`src/design/ecc_pkg.sv`:
```
package ecc_pkg;

    localparam int FIELD_WIDTH_DEFAULT = 32;
    localparam int KEY_BITS_DEFAULT    = 16;

    typedef logic [FIELD_WIDTH_DEFAULT-1:0] field_t;
    typedef logic [1:0]                     field_op_t;
    typedef logic [2:0]                     operand_sel_t;
    typedef logic [4:0]                     step_t;

    // field unit operation codes
    localparam field_op_t OP_ADD = 2'd0;
    localparam field_op_t OP_SUB = 2'd1;
    localparam field_op_t OP_MUL = 2'd2;
    localparam field_op_t OP_DIV = 2'd3;

    // working registers, shared by operand selects and destinations
    localparam operand_sel_t SEL_X     = 3'd0;    // accumulator x
    localparam operand_sel_t SEL_Y     = 3'd1;    // accumulator y
    localparam operand_sel_t SEL_BX    = 3'd2;    // base point x
    localparam operand_sel_t SEL_BY    = 3'd3;    // base point y
    localparam operand_sel_t SEL_T1    = 3'd4;
    localparam operand_sel_t SEL_T2    = 3'd5;
    localparam operand_sel_t SEL_A     = 3'd6;    // curve coefficient
    localparam operand_sel_t SEL_T2_X3 = 3'd7;    // dest only: T2 and deferred x

    // doubling runs 0..11, addition 12..20
    localparam step_t DOUBLE_FIRST = 5'd0;
    localparam step_t DOUBLE_LAST  = 5'd11;
    localparam step_t ADD_FIRST    = 5'd12;
    localparam step_t ADD_LAST     = 5'd20;

endpackage
```
`src/design/point_mult_top.sv`:
```
`timescale 1ns/1ps

module point_mult_top #(
    parameter int FIELD_WIDTH = ecc_pkg::FIELD_WIDTH_DEFAULT,
    parameter int KEY_BITS    = ecc_pkg::KEY_BITS_DEFAULT
) (
    input  logic                   i_clk,
    input  logic                   i_reset,
    input  logic                   i_start,
    input  logic [KEY_BITS-1:0]    i_key,
    input  logic [FIELD_WIDTH-1:0] i_px,
    input  logic [FIELD_WIDTH-1:0] i_py,
    input  logic [FIELD_WIDTH-1:0] i_a,
    output ecc_pkg::field_op_t     o_op,
    output logic [FIELD_WIDTH-1:0] o_opnd_a,
    output logic [FIELD_WIDTH-1:0] o_opnd_b,
    output logic                   o_op_req,
    input  logic                   i_op_done,
    input  logic [FIELD_WIDTH-1:0] i_op_result,
    output logic                   o_busy,
    output logic                   o_done,
    output logic [FIELD_WIDTH-1:0] o_qx,
    output logic [FIELD_WIDTH-1:0] o_qy
);

    ecc_pkg::step_t        step;
    ecc_pkg::operand_sel_t sel_a;
    ecc_pkg::operand_sel_t sel_b;
    ecc_pkg::operand_sel_t dest;
    logic                  load;
    logic                  write;
    logic                  shift;
    logic                  key_bit;
    logic                  key_last;

    key_register #(
        .KEY_BITS (KEY_BITS)
    ) u_key (
        .i_clk   (i_clk),
        .i_reset (i_reset),
        .i_load  (load),
        .i_key   (i_key),
        .i_shift (shift),
        .o_bit   (key_bit),
        .o_last  (key_last)
    );

    point_registers u_regs (
        .i_clk    (i_clk),
        .i_reset  (i_reset),
        .i_load   (load),
        .i_px     (i_px),
        .i_py     (i_py),
        .i_a      (i_a),
        .i_sel_a  (sel_a),
        .i_sel_b  (sel_b),
        .i_dest   (dest),
        .i_write  (write),
        .i_result (i_op_result),
        .o_opnd_a (o_opnd_a),
        .o_opnd_b (o_opnd_b),
        .o_qx     (o_qx),
        .o_qy     (o_qy)
    );

    micro_op_table u_table (
        .i_step  (step),
        .o_op    (o_op),    // straight to the field unit
        .o_sel_a (sel_a),
        .o_sel_b (sel_b),
        .o_dest  (dest)
    );

    point_sequencer #(
        .KEY_BITS (KEY_BITS)
    ) u_seq (
        .i_clk     (i_clk),
        .i_reset   (i_reset),
        .i_start   (i_start),
        .i_op_done (i_op_done),
        .i_bit     (key_bit),
        .i_last    (key_last),
        .o_step    (step),
        .o_op_req  (o_op_req),
        .o_load    (load),
        .o_write   (write),
        .o_shift   (shift),
        .o_busy    (o_busy),
        .o_done    (o_done)
    );

endmodule

```
`src/design/point_sequencer.sv`:
```
`timescale 1ns/1ps

module point_sequencer #(
    parameter int KEY_BITS = ecc_pkg::KEY_BITS_DEFAULT
) (
    input  logic           i_clk,
    input  logic           i_reset,
    input  logic           i_start,
    input  logic           i_op_done,
    input  logic           i_bit,
    input  logic           i_last,
    output ecc_pkg::step_t o_step,
    output logic           o_op_req,
    output logic           o_load,
    output logic           o_write,
    output logic           o_shift,
    output logic           o_busy,
    output logic           o_done
);

    typedef enum logic [1:0] {
        ST_IDLE,
        ST_ISSUE,
        ST_WAIT,
        ST_NEXT_BIT
    } state_t;

    state_t         state;
    state_t         state_n;
    ecc_pkg::step_t step_q;
    ecc_pkg::step_t step_n;
    logic           done_q;

    always_comb
    begin
        state_n = state;
        step_n  = step_q;
        case (state)
            ST_IDLE:
            begin
                if (i_start)
                begin
                    state_n = ST_ISSUE;
                    step_n  = ecc_pkg::DOUBLE_FIRST;
                end
            end
            ST_ISSUE:
                state_n = ST_WAIT;    // request rises next cycle
            ST_WAIT:
            begin
                if (i_op_done)
                begin
                    if (step_q == ecc_pkg::DOUBLE_LAST && i_bit)
                    begin
                        state_n = ST_ISSUE;
                        step_n  = ecc_pkg::ADD_FIRST;
                    end
                    else if (step_q == ecc_pkg::DOUBLE_LAST || step_q == ecc_pkg::ADD_LAST)
                        state_n = ST_NEXT_BIT;
                    else
                    begin
                        state_n = ST_ISSUE;
                        step_n  = step_q + ecc_pkg::step_t'(1);
                    end
                end
            end
            ST_NEXT_BIT:
            begin
                step_n  = ecc_pkg::DOUBLE_FIRST;
                state_n = i_last ? ST_IDLE : ST_ISSUE;
            end
            default:
                state_n = ST_IDLE;
        endcase
    end

    always_ff @(posedge i_clk or posedge i_reset)
    begin
        if (i_reset)
        begin
            state  <= ST_IDLE;
            step_q <= ecc_pkg::DOUBLE_FIRST;
            done_q <= 1'b0;
        end
        else
        begin
            state  <= state_n;
            step_q <= step_n;
            done_q <= (state == ST_NEXT_BIT) && i_last;    // busy drops on same edge
        end
    end

    assign o_step   = step_q;
    assign o_op_req = (state == ST_WAIT);
    assign o_load   = (state == ST_IDLE) && i_start;
    assign o_write  = (state == ST_WAIT) && i_op_done;
    assign o_shift  = (state == ST_NEXT_BIT);
    assign o_busy   = (state != ST_IDLE);
    assign o_done   = done_q;

endmodule

```
`src/design/micro_op_table.sv`:
```
`timescale 1ns/1ps

module micro_op_table (
    input  ecc_pkg::step_t        i_step,
    output ecc_pkg::field_op_t    o_op,
    output ecc_pkg::operand_sel_t o_sel_a,
    output ecc_pkg::operand_sel_t o_sel_b,
    output ecc_pkg::operand_sel_t o_dest
);

    localparam int ENTRY_W = $bits(ecc_pkg::field_op_t) + 3 * $bits(ecc_pkg::operand_sel_t);

    logic [ENTRY_W-1:0] e;

    function automatic logic [ENTRY_W-1:0] entry(
        input ecc_pkg::field_op_t    op,
        input ecc_pkg::operand_sel_t sel_a,
        input ecc_pkg::operand_sel_t sel_b,
        input ecc_pkg::operand_sel_t dest
    );
        return {op, sel_a, sel_b, dest};
    endfunction

    always_comb
    begin
        case (i_step)
            // doubling, lambda = (3x^2 + a) / 2y
            5'd0:  e = entry(ecc_pkg::OP_MUL, ecc_pkg::SEL_X,
                             ecc_pkg::SEL_X,  ecc_pkg::SEL_T1);
            5'd1:  e = entry(ecc_pkg::OP_ADD, ecc_pkg::SEL_T1,
                             ecc_pkg::SEL_T1, ecc_pkg::SEL_T2);
            5'd2:  e = entry(ecc_pkg::OP_ADD, ecc_pkg::SEL_T1,
                             ecc_pkg::SEL_T2, ecc_pkg::SEL_T1);    // 3x^2
            5'd3:  e = entry(ecc_pkg::OP_ADD, ecc_pkg::SEL_T1,
                             ecc_pkg::SEL_A,  ecc_pkg::SEL_T1);
            5'd4:  e = entry(ecc_pkg::OP_ADD, ecc_pkg::SEL_Y,
                             ecc_pkg::SEL_Y,  ecc_pkg::SEL_T2);    // 2y
            5'd5:  e = entry(ecc_pkg::OP_DIV, ecc_pkg::SEL_T1,
                             ecc_pkg::SEL_T2, ecc_pkg::SEL_T1);
            5'd6:  e = entry(ecc_pkg::OP_MUL, ecc_pkg::SEL_T1,
                             ecc_pkg::SEL_T1, ecc_pkg::SEL_T2);
            5'd7:  e = entry(ecc_pkg::OP_SUB, ecc_pkg::SEL_T2,
                             ecc_pkg::SEL_X,  ecc_pkg::SEL_T2);
            5'd8:  e = entry(ecc_pkg::OP_SUB, ecc_pkg::SEL_T2,
                             ecc_pkg::SEL_X,  ecc_pkg::SEL_T2_X3);    // x3
            5'd9:  e = entry(ecc_pkg::OP_SUB, ecc_pkg::SEL_X,
                             ecc_pkg::SEL_T2, ecc_pkg::SEL_T2);
            5'd10: e = entry(ecc_pkg::OP_MUL, ecc_pkg::SEL_T1,
                             ecc_pkg::SEL_T2, ecc_pkg::SEL_T1);
            5'd11: e = entry(ecc_pkg::OP_SUB, ecc_pkg::SEL_T1,
                             ecc_pkg::SEL_Y,  ecc_pkg::SEL_Y);
            // addition of the base point
            5'd12: e = entry(ecc_pkg::OP_SUB, ecc_pkg::SEL_BX,
                             ecc_pkg::SEL_X,  ecc_pkg::SEL_T1);
            5'd13: e = entry(ecc_pkg::OP_SUB, ecc_pkg::SEL_BY,
                             ecc_pkg::SEL_Y,  ecc_pkg::SEL_T2);
            5'd14: e = entry(ecc_pkg::OP_DIV, ecc_pkg::SEL_T2,
                             ecc_pkg::SEL_T1, ecc_pkg::SEL_T1);    // lambda
            5'd15: e = entry(ecc_pkg::OP_MUL, ecc_pkg::SEL_T1,
                             ecc_pkg::SEL_T1, ecc_pkg::SEL_T2);
            5'd16: e = entry(ecc_pkg::OP_SUB, ecc_pkg::SEL_T2,
                             ecc_pkg::SEL_X,  ecc_pkg::SEL_T2);
            5'd17: e = entry(ecc_pkg::OP_SUB, ecc_pkg::SEL_T2,
                             ecc_pkg::SEL_BX, ecc_pkg::SEL_T2_X3);
            5'd18: e = entry(ecc_pkg::OP_SUB, ecc_pkg::SEL_X,
                             ecc_pkg::SEL_T2, ecc_pkg::SEL_T2);
            5'd19: e = entry(ecc_pkg::OP_MUL, ecc_pkg::SEL_T1,
                             ecc_pkg::SEL_T2, ecc_pkg::SEL_T2);
            5'd20: e = entry(ecc_pkg::OP_SUB, ecc_pkg::SEL_T2,
                             ecc_pkg::SEL_Y,  ecc_pkg::SEL_Y);
            default: e = '0;
        endcase
    end

    assign {o_op, o_sel_a, o_sel_b, o_dest} = e;

endmodule

```
`src/design/point_registers.sv`:
```
`timescale 1ns/1ps

module point_registers (
    input  logic                  i_clk,
    input  logic                  i_reset,
    input  logic                  i_load,
    input  ecc_pkg::field_t       i_px,
    input  ecc_pkg::field_t       i_py,
    input  ecc_pkg::field_t       i_a,
    input  ecc_pkg::operand_sel_t i_sel_a,
    input  ecc_pkg::operand_sel_t i_sel_b,
    input  ecc_pkg::operand_sel_t i_dest,
    input  logic                  i_write,
    input  ecc_pkg::field_t       i_result,
    output ecc_pkg::field_t       o_opnd_a,
    output ecc_pkg::field_t       o_opnd_b,
    output ecc_pkg::field_t       o_qx,
    output ecc_pkg::field_t       o_qy
);

    ecc_pkg::field_t acc_x;
    ecc_pkg::field_t acc_y;
    ecc_pkg::field_t base_x;
    ecc_pkg::field_t base_y;
    ecc_pkg::field_t coef_a;
    ecc_pkg::field_t tmp1;
    ecc_pkg::field_t tmp2;
    ecc_pkg::field_t x3;    // new x, held until y is ready

    function automatic ecc_pkg::field_t pick(input ecc_pkg::operand_sel_t sel);
        case (sel)
            ecc_pkg::SEL_X:  return acc_x;
            ecc_pkg::SEL_Y:  return acc_y;
            ecc_pkg::SEL_BX: return base_x;
            ecc_pkg::SEL_BY: return base_y;
            ecc_pkg::SEL_T1: return tmp1;
            ecc_pkg::SEL_T2: return tmp2;
            ecc_pkg::SEL_A:  return coef_a;
            default:         return '0;
        endcase
    endfunction

    always_comb
    begin
        o_opnd_a = pick(i_sel_a);
        o_opnd_b = pick(i_sel_b);
    end

    // accumulator, x and y change together at the last step
    always_ff @(posedge i_clk or posedge i_reset)
    begin
        if (i_reset)
        begin
            acc_x <= '0;
            acc_y <= '0;
        end
        else if (i_load)
        begin
            acc_x <= i_px;
            acc_y <= i_py;
        end
        else if (i_write)
        begin
            if (i_dest == ecc_pkg::SEL_X)
                acc_x <= i_result;
            if (i_dest == ecc_pkg::SEL_Y)
            begin
                acc_x <= x3;
                acc_y <= i_result;
            end
        end
    end

    always_ff @(posedge i_clk)
    begin
        if (i_load)
        begin
            base_x <= i_px;
            base_y <= i_py;
            coef_a <= i_a;
        end
        else if (i_write)
        begin
            case (i_dest)
                ecc_pkg::SEL_BX: base_x <= i_result;
                ecc_pkg::SEL_BY: base_y <= i_result;
                ecc_pkg::SEL_T1: tmp1   <= i_result;
                ecc_pkg::SEL_T2: tmp2   <= i_result;
                ecc_pkg::SEL_A:  coef_a <= i_result;
                ecc_pkg::SEL_T2_X3:
                begin
                    tmp2 <= i_result;
                    x3   <= i_result;
                end
                default: ;    // x and y handled above
            endcase
        end
    end

    assign o_qx = acc_x;
    assign o_qy = acc_y;

endmodule

```
`src/design/key_register.sv`:
```
`timescale 1ns/1ps

module key_register #(
    parameter int KEY_BITS = ecc_pkg::KEY_BITS_DEFAULT
) (
    input  logic                i_clk,
    input  logic                i_reset,
    input  logic                i_load,
    input  logic [KEY_BITS-1:0] i_key,
    input  logic                i_shift,
    output logic                o_bit,
    output logic                o_last
);

    localparam int CNT_W = $clog2(KEY_BITS + 1);

    logic [KEY_BITS-1:0] key_q;
    logic [CNT_W-1:0]    shift_cnt;

    always_ff @(posedge i_clk)
    begin
        if (i_load)
            key_q <= i_key;
        else if (i_shift)
            key_q <= key_q << 1;    // msb first
    end

    always_ff @(posedge i_clk or posedge i_reset)
    begin
        if (i_reset)
            shift_cnt <= '0;
        else if (i_load)
            shift_cnt <= '0;
        else if (i_shift)
            shift_cnt <= shift_cnt + 1'b1;
    end

    assign o_bit  = key_q[KEY_BITS-1];
    assign o_last = (shift_cnt == CNT_W'(KEY_BITS - 1));    // final bit is current

endmodule

```
`config.mk`:
```
export PLATFORM = sky130hd
export DESIGN_NAME = point_mult_top
export DESIGN_NICKNAME = d
export VERILOG_FILES = /design/src/design/ecc_pkg.sv /design/src/design/point_mult_top.sv /design/src/design/point_sequencer.sv /design/src/design/micro_op_table.sv /design/src/design/point_registers.sv /design/src/design/key_register.sv
export SDC_FILE = /design/constraint.sdc
export NUM_CORES = 1
export LEC_CHECK = 0
export BUFFER_PORTS_ARGS = -buffer_cell sky130_fd_sc_hd__buf_4
export CORE_ASPECT_RATIO = 1.5
export CORE_MARGIN = 2
export CORE_UTILIZATION = 30
export CTS_BUF_LIST = sky130_fd_sc_hd__clkbuf_8
export DETAILED_ROUTE_END_ITERATION = 7
export PLACE_DENSITY = 0.48
export SLEW_MARGIN = 15
export SYNTH_ARGS = -nofsm -noshare
export SYNTH_HDL_FRONTEND = slang
export SYNTH_SLANG_ARGS = --single-unit
```
`constraint.sdc`:
```
create_clock -name i_clk -period 8.59 [get_ports i_clk]
set_clock_uncertainty 0.05 [all_clocks]
set_input_delay 0.859 -clock i_clk [delete_from_list [all_inputs] [get_ports i_clk]]
set_output_delay 0.859 -clock i_clk [all_outputs]
set_load 0.005 [all_outputs]
```
==> results_dict.tcl <==
set metrics [dict create \
    synth_seq_cells 285 \
    area_delta_synth_final_pct 24.64 \
    crit_type "flop to primary output" \
    post_synth_num_cell_types 65 \
    drt_iter0_drc 1279 \
    synth-edff-count 208 \
    slowest_delay_ns 0.63 \
    htree_num_levels 2 \
    grt_overflow 0 \
    r2r_start "u_seq.o_step[2]" \
    critPathSlowestCell "dfrtp_1" \
    p_leak_nw 8.428 \
    drc 0 \
    ir_drop_uv 167.5 \
    holdWs_ns 0.2259 \
    path_buf_inv 5 \
    synth_ff_type "edfxtp_1" \
    tightestPinTransition_ns 1.157 \
    fin_area_sq_mm 0.01847 \
    seq_area_sq_mm 0.008173 \
    rsz0062_at_grt "false" \
    cts_sinks 285 \
    clk_pin_slew_ns 0.07 \
    crit_fanout 32 \
    wl_met1_um 22450 \
    wl_per_cell_um 25.81 \
    timing.final.crit_share_pct 65.96 \
    pre_cts_ws_ns 3.566 \
    syn_area_per_cell_sq_um 12.27 \
    netlist_area_sq_mm 0.01482 \
    ios 281 \
    ant_nets 0 \
    placementRows 99 \
    cts_resized 0 \
    synth_top_area_share_pct 42.16 \
    detailroute.via_count 11641 \
    cp.arrival_ns 4.76 \
    core_sq_mm 0.04868 \
    die_area_sq_mm 0.05121 \
    cts_buffers 47 \
    crit_chain "inv_1 > ha_1 > inv_1 > o21ai_1 > a31oi_4 > buf_4 > buf_4 > mux2_4 > a222oi_1 > o21ai_1 > buf_4" \
    drv_slew 0 \
    grt_usage_pct 21.56 \
    critical_path.most_common_cell "buf_4" \
    power_density_mw_per_mm2 342.0 \
    ys_top_cells_by_area "edfxtp_1, dfrtp_1, mux2i_1" \
    top_layer "met5" \
    synth_top_area_cell "edfxtp_1" \
    yosysWarnings 0 \
    cts_setup_buffers 0 \
    port_buffers 280 \
    multiInputGateArea_sq_mm 0.006228 \
    fmax_ghz 0.1765 \
    first_pass_iters 8 \
    ys_seq_area_share_pct 55.16 \
    die_w_um 185.4 \
    clockBufferDepth 3 \
    cts.hold.buffers_added 0 \
    antenna_found_initial 4 \
    required_ns 7.68 \
    synth_cells 1207 \
    crit_start "u_seq.o_step[1]" \
    start_kind "flop" \
    grt_pass1_vias 12341 \
    globalplace.congestion 0.8117 \
    async_reset_ff_share_pct 27.02 \
    crit_family "buffers and inverters" \
    final.setup.worst_slack_ns 2.924 \
    hp-class "input pin to asynchronous set/reset pin" \
    root_buffer "clkbuf_8" \
    r2r_slack_ns 3.94 \
    dpl_cell_area_sq_mm 0.01754 \
    clk-insertion-delay-late_ns 0.59 \
    nFillCells 4833 \
    die_h_um 276.2 \
    cts_tree "yes" \
    drv_cap 0 \
    synthTopCellsByCount "edfxtp_1, mux2i_1, nand2_1, a21o_1, dfrtp_1" \
    fin_crit_ns 5.666 \
    drive_gt1_share_pct 28.75 \
    route.met2.wl_um 28360 \
    fin_nets 1623 \
    endpoint_kind "primary output" \
    routed_wl_um 55870 \
    hold_viol 0 \
    met3_length_um 3014 \
    grt_max_degree 84 \
    slew_headroom_pct 22.86 \
    initial_core_util_pct 30.43 \
    outcome "finished, final reports clean" \
    grt_pass1_wl_um 81140 \
    power_mw 6.316 \
    setup_viol 0 \
    viasPerCell 5.377 \
    synth_nets 1363 \
    tns_ns 0 \
    dp_hpwl_um 35870 \
    yosysMostFrequentCell "edfxtp_1" \
]
-- stage by stage --
stage | util [%] | cells
final | 37.93 | 2165
after detailed placement | 36.03 | 2073
after global routing | 37.93 | 2164
after global placement | 36.03 | 2073
after CTS | 37.86 | 2161
after floorplan | - | 1207
-- logic make-up (layout without fill, tap and decap cells) --
| family | after synthesis | after routing | synth area share (%) |
|---|---|---|---|
| other | 0 | 3 | 0 |
| DFF | 285 | 285 | 55.16 |
| AOI/OAI and AO/OA | 378 | 378 | 18.35 |
| muxes | 194 | 194 | 14.31 |
| and+or+nand+nor | 237 | 237 | 7.803 |
| xor gates and xnor gates | 1 | 1 | 0.05913 |
| buffers and inverters | 104 | 403 | 3.640 |
| adders and majority gates | 8 | 8 | 0.6756 |
-- cell type report --
type                    instances  area share [%]
flip-flops and latches        285           44.26
repair buffers                304           12.47
clock inverters                36          0.9486
inverters                      11          0.2371
diodes                          3         0.04065
multi-input cells             818           33.73
clock buffers                  52           3.876
well taps                     656           4.445
-- flip-flops by register name, summed over array words and instances (netlist names) --
register,cells
u_key.key_q,16
u_regs.tmp1,32
u_regs.o_qy,32
u_regs.base_x,32
u_regs.coef_a,32
u_regs.base_y,32
u_regs.tmp2,32
u_seq.state,2
u_regs.x3,32
u_seq.o_done,1
u_key.shift_cnt,5
u_seq.o_step,5
u_regs.o_qx,32
-- power breakdown --
group | leakage, nW | switching [mW] | internal [mW]
Sequential | 2.85 | 0.322 | 1.92
Combinational | 5.04 | 1.57 | 1.34
Clock | 0.537 | 0.572 | 0.587
Total | 8.43 | 2.47 | 3.85
-- cell usage in the layout, fill, tap and decap left out, drive strengths merged, types with 4 or more instances in the layout --
cell type and n:
and3 5, clkbuf 52, mux2i 127, dfrtp 77, nand2b 9, a222oi 32
o21ai 81, nand3 10, o31ai 4, or3 19, ha 8, a21o 99
nor3 5, a22oi 16, and2 34, a21oi 33, mux2 67, a21boi 28
edfxtp 208, nand4 5, a211o 31, nor2 20, nand2 117, clkinv 11
o22ai 30, inv 34, buf 304
-- worst paths after layout --
| check | endpoint | cells past startpoint |
|---|---|---|
| max in group asynchronous | u_regs.o_qy[6] | 3 |
| setup reg to reg | u_regs.o_qy[21] | 8 |
| setup / recovery | o_opnd_a[24] | 11 |
| min in group i_clk | u_regs.x3[22] | 1 |
| hold / removal | u_regs.o_qx[29] | 2 |
| hold reg to reg | u_key.shift_cnt[3] | 1 |
-- worst reg2reg max path, stage by stage, from the launching register on --
cell	delay, ns
dfrtp_1	0.79
inv_1	0.41
ha_1	0.29
nor2_1	0.08
nor2_1	0.35
nand4_2	0.74
o21ai_4	0.89
buf_4	0.55
mux2_1	0.38
-- per-layer routing --
layer	vias up	global-route usage [%]
met5	-	0
met4	2	8.038
met3	114	3.003
met2	471	37.74
met1	5867	26.65
li1	5187	-
(Power assumes the default switching activity.)
